`src/apb_map_pkg.sv`:
```
package apb_map_pkg;

   localparam int apb_addr_width_lp = 8;
   localparam int apb_data_width_lp = 32;

   typedef logic [apb_addr_width_lp-1:0] apb_addr_t;
   typedef logic [apb_data_width_lp-1:0] apb_data_t;

   // Register byte offsets
   localparam apb_addr_t reg_opa_lp    = 8'h00;
   localparam apb_addr_t reg_opb_lp    = 8'h04;
   localparam apb_addr_t reg_cmd_lp    = 8'h08;

   // Read-only status
   localparam apb_addr_t reg_result_lp = 8'h0C;
   localparam apb_addr_t reg_flags_lp  = 8'h10;

endpackage

```
`src/alu_pkg.sv`:
```
package alu_pkg;

   // Datapath widths
   localparam int alu_width_lp       = 32;
   localparam int alu_op_width_lp    = 3;
   localparam int alu_flags_width_lp = 3;

   // Bit positions inside the flags word
   localparam int flag_zero_lp     = 0;
   localparam int flag_carry_lp    = 1;
   localparam int flag_overflow_lp = 2;

   typedef logic [alu_width_lp-1:0]       alu_word_t;
   typedef logic [alu_flags_width_lp-1:0] alu_flags_t;

   // Command encoding as seen by software in CMD
   typedef enum logic [alu_op_width_lp-1:0] {
      op_add  = 3'd0,
      op_sub  = 3'd1,
      op_xor  = 3'd2,
      op_slt  = 3'd3,
      op_and  = 3'd4,
      op_nand = 3'd5,
      op_nor  = 3'd6,
      op_or   = 3'd7
   } alu_op_e;

endpackage
```
`src/alu_top.sv`:
```
`timescale 1ns/1ps

module alu_top
   import alu_pkg::*;
   import apb_map_pkg::*;
(
   input  logic      clk,
   input  logic      rst_n,
   input  logic      psel,
   input  logic      penable,
   input  logic      pwrite,
   input  apb_addr_t paddr,
   input  apb_data_t pwdata,
   output apb_data_t prdata,
   output logic      pready,
   output logic      pslverr
);

   // Register block to core
   alu_word_t  opa;
   alu_word_t  opb;
   alu_op_e    op;

   // Core back to register block
   alu_word_t  result;
   alu_flags_t flags;

   alu_apb_regs regs0 (
      .clk     (clk),
      .rst_n   (rst_n),
      .psel    (psel),
      .penable (penable),
      .pwrite  (pwrite),
      .paddr   (paddr),
      .pwdata  (pwdata),
      .prdata  (prdata),
      .pready  (pready),
      .pslverr (pslverr),
      .opa     (opa),
      .opb     (opb),
      .op      (op),
      .result  (result),
      .flags   (flags)
   );

   alu_core core0 (
      .opa    (opa),
      .opb    (opb),
      .op     (op),
      .result (result),
      .flags  (flags)
   );

endmodule

```
`src/alu_apb_regs.sv`:
```
`timescale 1ns/1ps

module alu_apb_regs
   import alu_pkg::*;
   import apb_map_pkg::*;
(
   input  logic       clk,
   input  logic       rst_n,

   // APB slave
   input  logic       psel,
   input  logic       penable,
   input  logic       pwrite,
   input  apb_addr_t  paddr,
   input  apb_data_t  pwdata,
   output apb_data_t  prdata,
   output logic       pready,
   output logic       pslverr,

   // ALU core side
   output alu_word_t  opa,
   output alu_word_t  opb,
   output alu_op_e    op,
   input  alu_word_t  result,
   input  alu_flags_t flags
);

   logic       access;
   logic       sel_opa;
   logic       sel_opb;
   logic       sel_cmd;
   logic       sel_result;
   logic       sel_flags;
   logic       addr_hit;
   logic       read_only;
   logic       wr_ok;
   logic       launch_q;
   alu_word_t  result_q;
   alu_flags_t flags_q;

   // Access cycle of a transfer
   assign access = psel & penable;

   assign sel_opa    = (paddr == reg_opa_lp);
   assign sel_opb    = (paddr == reg_opb_lp);
   assign sel_cmd    = (paddr == reg_cmd_lp);
   assign sel_result = (paddr == reg_result_lp);
   assign sel_flags  = (paddr == reg_flags_lp);

   assign addr_hit  = sel_opa | sel_opb | sel_cmd | sel_result | sel_flags;
   assign read_only = sel_result | sel_flags;

   // Unmapped addresses and writes to status registers fail
   assign pslverr = access & (~addr_hit | (pwrite & read_only));
   assign wr_ok   = access & pwrite & addr_hit & ~read_only;

   // Zero wait states
   assign pready = 1'b1;

   always_ff @(posedge clk or negedge rst_n) begin
      if (!rst_n) begin
         opa <= '0;
         opb <= '0;
         op  <= op_add;
      end else if (wr_ok) begin
         if (sel_opa) begin
            opa <= pwdata;
         end
         if (sel_opb) begin
            opb <= pwdata;
         end
         if (sel_cmd) begin
            op <= alu_op_e'(pwdata[alu_op_width_lp-1:0]);
         end
      end
   end

   // Pulse for one cycle after the CMD write lands
   always_ff @(posedge clk or negedge rst_n) begin
      if (!rst_n) begin
         launch_q <= 1'b0;
      end else begin
         launch_q <= wr_ok & sel_cmd;
      end
   end

   // Core output is settled for the new command by now
   always_ff @(posedge clk or negedge rst_n) begin
      if (!rst_n) begin
         result_q <= '0;
         flags_q  <= '0;
      end else if (launch_q) begin
         result_q <= result;
         flags_q  <= flags;
      end
   end

   always_comb begin
      case (paddr)
         reg_opa_lp:    prdata = opa;
         reg_opb_lp:    prdata = opb;
         reg_cmd_lp:    prdata = {{(apb_data_width_lp - alu_op_width_lp){1'b0}}, op};
         reg_result_lp: prdata = result_q;
         reg_flags_lp:  prdata = {{(apb_data_width_lp - alu_flags_width_lp){1'b0}}, flags_q};
         default:       prdata = '0;
      endcase
   end

endmodule

```
`src/alu_core.sv`:
```
`timescale 1ns/1ps

module alu_core
   import alu_pkg::*;
(
   input  alu_word_t  opa,
   input  alu_word_t  opb,
   input  alu_op_e    op,
   output alu_word_t  result,
   output alu_flags_t flags
);

   logic      sub_mode;
   logic      arith_op;
   alu_word_t add_b;
   alu_word_t sum;
   logic      cout;
   logic      ovf;
   logic      slt_bit;

   // Subtract and slt both run A + ~B + 1 through the adder
   assign sub_mode = (op == op_sub) || (op == op_slt);
   assign arith_op = (op == op_add) || (op == op_sub);
   assign add_b    = sub_mode ? ~opb : opb;

   ripple_adder adder0 (
      .a    (opa),
      .b    (add_b),
      .cin  (sub_mode),
      .sum  (sum),
      .cout (cout),
      .ovf  (ovf)
   );

   // Signed less-than from sign of the difference corrected by overflow
   assign slt_bit = sum[alu_width_lp - 1] ^ ovf;

   always_comb begin
      case (op)
         op_add,
         op_sub:  result = sum;
         op_xor:  result = opa ^ opb;
         op_slt:  result = {{(alu_width_lp - 1){1'b0}}, slt_bit};
         op_and:  result = opa & opb;
         op_nand: result = ~(opa & opb);
         op_nor:  result = ~(opa | opb);
         op_or:   result = opa | opb;
         default: result = '0;
      endcase
   end

   // Carry and overflow only mean something for add and sub
   always_comb begin
      flags                   = '0;
      flags[flag_zero_lp]     = (result == '0);
      flags[flag_carry_lp]    = arith_op & cout;
      flags[flag_overflow_lp] = arith_op & ovf;
   end

endmodule

```
`src/ripple_adder.sv`:
```
`timescale 1ns/1ps

module ripple_adder
   import alu_pkg::*;
(
   input  alu_word_t a,
   input  alu_word_t b,
   input  logic      cin,
   output alu_word_t sum,
   output logic      cout,
   output logic      ovf
);

   // carry[i] is the carry into bit i
   logic [alu_width_lp:0] carry;

   assign carry[0] = cin;

   for (genvar i = 0; i < alu_width_lp; i++) begin : g_bit
      logic half;

      // Full adder cell
      assign half         = a[i] ^ b[i];
      assign sum[i]       = half ^ carry[i];
      assign carry[i + 1] = (a[i] & b[i]) | (half & carry[i]);
   end

   assign cout = carry[alu_width_lp];

   // Signed overflow when the carries into and out of the sign bit differ
   assign ovf = carry[alu_width_lp - 1] ^ carry[alu_width_lp];

endmodule

```
`config.mk`:
```
export PLATFORM = sky130hd
export DESIGN_NAME = alu_top
export DESIGN_NICKNAME = d
export VERILOG_FILES = /design/src/apb_map_pkg.sv /design/src/alu_pkg.sv /design/src/alu_top.sv /design/src/alu_apb_regs.sv /design/src/alu_core.sv /design/src/ripple_adder.sv
export SDC_FILE = /design/constraint.sdc
export NUM_CORES = 1
export LEC_CHECK = 0
export ABC_AREA = 1
export BUFFER_PORTS_ARGS = -buffer_cell sky130_fd_sc_hd__buf_4
export CORE_MARGIN = 2
export CORE_UTILIZATION = 55
export DETAILED_ROUTE_END_ITERATION = 8
export GPL_TIMING_DRIVEN = 1
export PLACE_DENSITY_LB_ADDON = 0.08
export SLEW_MARGIN = 20
export SYNTH_ARGS = -nofsm -noshare
export SYNTH_HDL_FRONTEND = slang
export SYNTH_SLANG_ARGS = --single-unit
```
`constraint.sdc`:
```
create_clock -name clk -period 16 [get_ports clk]
set_input_delay 2.4 -clock clk [delete_from_list [all_inputs] [get_ports clk]]
set_output_delay 2.4 -clock clk [all_outputs]
set_load 0.05 [all_outputs]
```
Word-level counts from Yosys, hierarchy flattened
Index checks and enable logic that the tools add are counted.
{"block": "word_totals", "register_bits": 103, "latchBits": 0, "ram_bits": 0, "rom_bits": 0, "out_inout_bits": 34, "mem_count": 0}
{"block": "classes", "addsub": 0, "multipliers": 0, "n_div": 0, "magnitude_cmp": 0, "n_eq_ne": 11, "shift": 0, "n_mux": 3, "bitwise": 185, "n_reduce_logical": 9}
{"cell": "32-bit one-hot mux with 7 select lines", "n": 1}
{"cell": "32-bit one-hot mux with 5 select lines", "n": 1}
{"cell": "32-bit NOT", "n": 3}
{"cell": "1-bit bitwise AND", "n": 73}
{"cell": "1-bit bitwise XOR", "n": 66}
{"cell": "1-bit bitwise OR", "n": 38}
{"cell": "32-bit bitwise AND", "n": 1}
{"cell": "32-bit logical NOT", "n": 1}
{"cell": "32-bit two-way mux", "n": 1}
{"cell": "32-bit bitwise OR", "n": 1}
{"cell": "32-bit bitwise XOR", "n": 1}
{"cell": "8-bit by 4-bit == test with 1-bit output, second input constant", "n": 2}
{"cell": "3-bit == test, second input constant", "n": 4}
{"cell": "8-bit by 3-bit == test with 1-bit output, second input constant", "n": 1}
{"cell": "8-bit by 5-bit == test with 1-bit output, second input constant", "n": 1}
{"cell": "8-bit logical NOT", "n": 1}
{"cell": "3-bit by 2-bit == test with 1-bit output, second input constant", "n": 2}
{"cell": "2-bit AND reduction", "n": 3}
{"cell": "3-bit by 1-bit == test with 1-bit output, second input constant", "n": 1}
{"cell": "3-bit logical NOT", "n": 1}
{"cell": "1-bit logical OR", "n": 2}
{"cell": "1-bit NOT", "n": 2}
{"cell": "2-bit OR reduction", "n": 1}

Depth between registers and ports, before layout
{"block": "depth", "depth_word": 72, "ltp_mapped": 46, "ltp_nobuf": 43}

By module
A second synthesis with hierarchy kept.
{"block": "hier_totals", "cells_unflattened": 1184, "hier_area_um2": 8702.1}
{"module": "alu_apb_regs", "instances": 1, "cells_each": 592, "area_each_um2": 4919.7, "seq_area_each_um2": 2577.5}
{"module": "alu_core", "instances": 1, "cells_each": 547, "area_each_um2": 3093.0, "seq_area_each_um2": 0.0}
{"module": "ripple_adder", "instances": 1, "cells_each": 45, "area_each_um2": 689.4, "seq_area_each_um2": 0.0}

Worst setup path after synthesis
OpenSTA, ideal clock, no wires.
{"block": "synth_path", "path_type": "register to register", "start": "register regs0.op[1]", "end": "register regs0.flags_q[0]", "setup_time_ns": 0.066, "t_arrival_ns": 14.891, "t_required_ns": 15.934, "slack_ns": 1.043, "path_stages_with_launch": 47, "path_buffers": 3, "path_cell_list": "dfrtp_1 > buf_4 > nor2_2 > inv_1 > buf_2 > o21ai_2 > buf_4 > nand2_1 > o21ai_0 > fa_1 > inv_1 > fa_1 > fa_1 > fa_1 > fa_1 > fa_1 > fa_1 > fa_1 > [... 11 more ...] > fa_1 > fa_1 > fa_1 > fa_1 > fa_1 > fa_1 > fa_1 > fa_1 > fa_1 > fa_1 > fa_1 > inv_1 > fa_1 > o21ai_0 > nand3_1 > nor2_1 > nand3_1 > nand2_1"}
{"block": "synth_via", "elab_chain_len": 72}
{"item": "start: declaration", "line_no": "alu_apb_regs.sv:23", "rtl": "output alu_op_e op,"}
{"item": "start signal: assignment", "line_no": "alu_apb_regs.sv:64", "rtl": "op <= op_add;"}
{"item": "start signal: assignment", "line_no": "alu_apb_regs.sv:73", "rtl": "op <= alu_op_e'(pwdata[alu_op_width_lp-1:0]);"}
{"item": "3-bit by 1-bit == test with 1-bit output or 3-bit by 2-bit == test with 1-bit output (tied branches)", "line_no": "alu_core.sv:22, alu_core.sv:39"}
{"item": "1-bit logical OR", "line_no": "alu_core.sv:22", "rtl": "assign sub_mode = (op == op_sub) || (op == op_slt);"}
{"item": "32-bit two-way mux", "line_no": "alu_core.sv:24", "rtl": "assign add_b = sub_mode ? ~opb : opb;"}
{"item": "1-bit bitwise XOR", "line_no": "ripple_adder.sv:23", "rtl": "assign half = a[i] ^ b[i];"}
{"item": "1-bit bitwise AND", "line_no": "ripple_adder.sv:25", "rtl": "assign carry[i + 1] = (a[i] & b[i]) | (half & carry[i]);"}
{"item": "1-bit bitwise OR", "line_no": "ripple_adder.sv:25"}
{"item": "1-bit bitwise AND", "line_no": "ripple_adder.sv:25"}
{"item": "1-bit bitwise OR", "line_no": "ripple_adder.sv:25"}
{"item": "[... 56 more ...]"}
{"item": "1-bit bitwise AND", "line_no": "ripple_adder.sv:25"}
{"item": "1-bit bitwise OR", "line_no": "ripple_adder.sv:25"}
{"item": "1-bit bitwise AND", "line_no": "ripple_adder.sv:25"}
{"item": "1-bit bitwise OR", "line_no": "ripple_adder.sv:25"}
{"item": "1-bit bitwise XOR", "line_no": "ripple_adder.sv:31", "rtl": "assign ovf = carry[alu_width_lp - 1] ^ carry[alu_width_lp];"}
{"item": "1-bit bitwise XOR", "line_no": "alu_core.sv:36", "rtl": "assign slt_bit = sum[alu_width_lp - 1] ^ ovf;"}
{"item": "32-bit one-hot mux with 7 select lines (*)", "line_no": "alu_core.sv:39", "rtl": "case (op)"}
{"item": "32-bit logical NOT (*)", "line_no": "alu_core.sv:55", "rtl": "flags[flag_zero_lp] = (result == '0);"}
{"item": "end signal: assignment", "line_no": "alu_apb_regs.sv:94", "rtl": "flags_q <= flags;"}
{"item": "end: declaration", "line_no": "alu_apb_regs.sv:39", "rtl": "alu_flags_t flags_q;"}
Every way passes the cells marked *; elsewhere a longest branch is shown, timed or not.
A chain may end at the register's enable or synchronous reset.

Final worst setup path
{"block": "layout_path", "start": "register regs0.op[0]", "end": "register regs0.flags_q[0]"}
The elaborated chain is that of the path after synthesis.

==> metrics.txt <==
initial antenna violation count=0; clk buf depth=2; critical path's slowest cell=dfrtp_1; Initial DRC Count=470; Post-Syn Area=8370 µm²; worst slew pin tran=1.07 ns; worst vdd ir=0.0000812 V; commonest non-fill, non-tap cells in the layout=nand2_1 (266), inv_1 (178), nor2_1 (134); switching share of power=25.9%; Hold Path Class=flip-flop to flip-flop; Global Route Usage Sum=27.2%; largest net degree at the start of global routing=65; Switch Pwr=0.148 mW; Cells after Synth=1144; first drt pass iteration count=7; number of placement rows=45; setup_tns=0 ns; CP startpoint kind=flip-flop; wire length per cell=15.2 µm; htree depth=3; Crit Path Max Fanout=16; first-pass GRT wire length=35000 µm; clk slew on worst S/H paths=0.07 ns; final worst-path cycle share=94.8%; Fin Clk Skew=0.0137 ns; Most Frequent Cell on Critical Path=fa_1; most common cell after layout, fill and taps aside=nand2_1; syn avg cell area=7.32 µm²; Reg2Reg Depth=41; max-slew violation count=0; share of post-route cells with drive strength above 1=10.5%; Final min period=15.17 ns; Post-DRT Antenna Nets=0; CORE AREA=15000 µm²; status=finished clean; clk_lat worst skew=0.37 ns; PwrDens=61.3 nW/µm²; # diodes=0; number of synthesized flops with an enable pin=0; clock root buffer=clkbuf_16; IO buf count=77; Die X=127 µm; #FFs+latches synth=103; Distinct cells, synth=38; clock power share=43.6%; crit end category=flip-flop; die area=16200 µm²; MaxCap Viol Count=0; Hold Path Depth=2; WS Path Type=flip-flop to flip-flop; Final setup viols=0; CTS tree=done; Critical Path AT=15.48 ns; R2R Path End=regs0.flags_q[0]; Routed WL=21000 µm; vias in the first global route=6907; unrepaired setup endpoints after global routing=false; Post-Layout Cell Count=1379; sequential share of the synthesized area=30.8%; area delta synth->final=11.3%; Final Hold Viols=0; Seq pwr share=46.6%; GPL Wtd Cong=0.840; final net count=1327; Syn. warnings=0; CP peak stage delay=0.50 ns; reg2reg start=regs0.op[0]; fmax=65.9 MHz; TritonCTS Buffers=9; Die Height=127 µm; top_reg_cell synth=dfrtp_1; grt total ovfl=0; Leak=4.44 nW; flop2flop setup slack=0.83 ns; Hold EP=regs0.result_q[9]; Synth async-reset ratio=100%; post-DP HPWL=14200 µm; vias after detailed routing=7296; Slew HR=28.1%; required time worst endpoint=16.31 ns; Filler cells=1403; # placed instances=1361; vias per cell=5.29; I/O Pins=79; Combinational Power Share=9.8%; CTS Sinks=103; Remaining DRCs=0; number of gates resized after CTS=0; Initial Util=55.7%; post-synth net total=1285; internal power=0.423 mW; Min-Delay Startpoint=regs0.result_q[9]
routing by layer:
layer | wire length [µm] | GRT usage [%] | share of wire (%)
met1 | 10000 | 38.1 | 48
met2 | 9660 | 44.1 | 46
met3 | 1030 | 3.77 | 4.9
met4 | 329 | 8.27 | 1.6
met5 | 0 | 0 | 0
final cells by class:
| cell class | instances | area [µm²] | share of cell area (%) |
|---|---|---|---|
| clock buffer | 9 | 225 | 2.42 |
| clock inverter | 7 | 108 | 1.15 |
| inverter | 183 | 687 | 7.37 |
| multi-input combinational | 800 | 4820 | 51.7 |
| sequential | 103 | 2580 | 27.7 |
| tap | 188 | 235 | 2.52 |
| timing repair buffer | 89 | 668 | 7.17 |
cell usage after synthesis, types with 2 or more instances:
cell      instances  area, µm²
nand3b_1          2       15.0
clkbuf_1         12       45.0
o221ai_1          3       26.3
mux2i_1           3       30.0
nor2_4            3       33.8
nor3_1            2       10.0
ha_1             64        801
inv_2             4       15.0
nor2_2            2       12.5
buf_2            34        170
or2_2             3       18.8
o22ai_1           5       31.3
buf_4            11       82.6
a21oi_1          19       95.1
nand3_1          57        285
fa_1             32        641
inv_1           178        668
o211ai_1         26        195
nand3_4           2       35.0
nor2_1          134        503
nand3_2           4       40.0
nand4_1          17        106
o21ai_1          64        320
o21ai_0          52        260
dfrtp_1         103       2580
xor2_1           31        272
nand2_1         266        998
how the worst max path moves through the flow:
stage                            from               end  slack [ns]  depth (start not counted)
after detailed placement  regs0.op[0]  regs0.flags_q[0]        0.39                         42
after CTS                 regs0.op[0]  regs0.flags_q[0]        0.30                         42
final                     regs0.op[0]  regs0.flags_q[0]        0.83                         41
after global routing      regs0.op[0]  regs0.flags_q[0]        0.17                         41
after global placement    regs0.op[0]  regs0.flags_q[0]        0.54                         42
after floorplan           regs0.op[1]  regs0.flags_q[0]        1.04                         46
power groups by stage:
stage | clock (mW) | combinational (mW) | sequential (mW)
floorplan | 0 | 0.0328 | 0.270
global placement | 0 | 0.0556 | 0.271
detailed placement | 0 | 0.0561 | 0.271
CTS | 0.252 | 0.0565 | 0.266
global route | 0.262 | 0.0647 | 0.266
finish | 0.249 | 0.0562 | 0.266
state kept, by name, summed over array words and instances, names as in the netlist:
register,flops
regs0.flags_q,3
regs0.launch_q,1
regs0.op,3
regs0.opa,32
regs0.opb,32
regs0.result_q,32
critical path: cells and delay by family (launching register included):
family / cells / cell delay [ns]
buffers and inverters: 3 / 0.39
AO/OA/AOI/OAI: 2 / 0.45
adder cells (fa/ha/maj): 31 / 13.18
XOR/XNOR: 1 / 0.20
AND/OR/NAND/NOR: 4 / 0.35
flip-flops: 1 / 0.50
logic make-up after synthesis:
| group | count (synthesis) | share of synthesized area, % |
|---|---|---|
| adder cells (fa/ha/maj) | 96 | 17.2 |
| AND/OR/NAND/NOR | 496 | 25.0 |
| flip-flops | 103 | 30.8 |
| AO/OA/AOI/OAI | 172 | 11.4 |
| multiplexers | 3 | 0.359 |
| other | 1 | 0.0448 |
| buffers and inverters | 241 | 11.8 |
| XOR/XNOR | 32 | 3.35 |
repair_timing:
item,CTS,global route
buffers inserted,0,2
setup endpoints to repair,0,2
hold buffers,0,0
through the flow:
stage,hold WS (ns),power (mW),worst slack (ns),util (%),cell area [µm²]
after floorplan,0.449,0.303,1.04,-,8370
after global placement,0.467,0.326,0.543,59.7,8970
after detailed placement,0.473,0.327,0.387,59.7,8970
after CTS,0.491,0.575,0.302,61.9,9300
after global routing,0.508,0.592,0.170,62.0,9320
final,0.488,0.571,0.831,62.0,9320
Power figures use the tool's default switching activity.
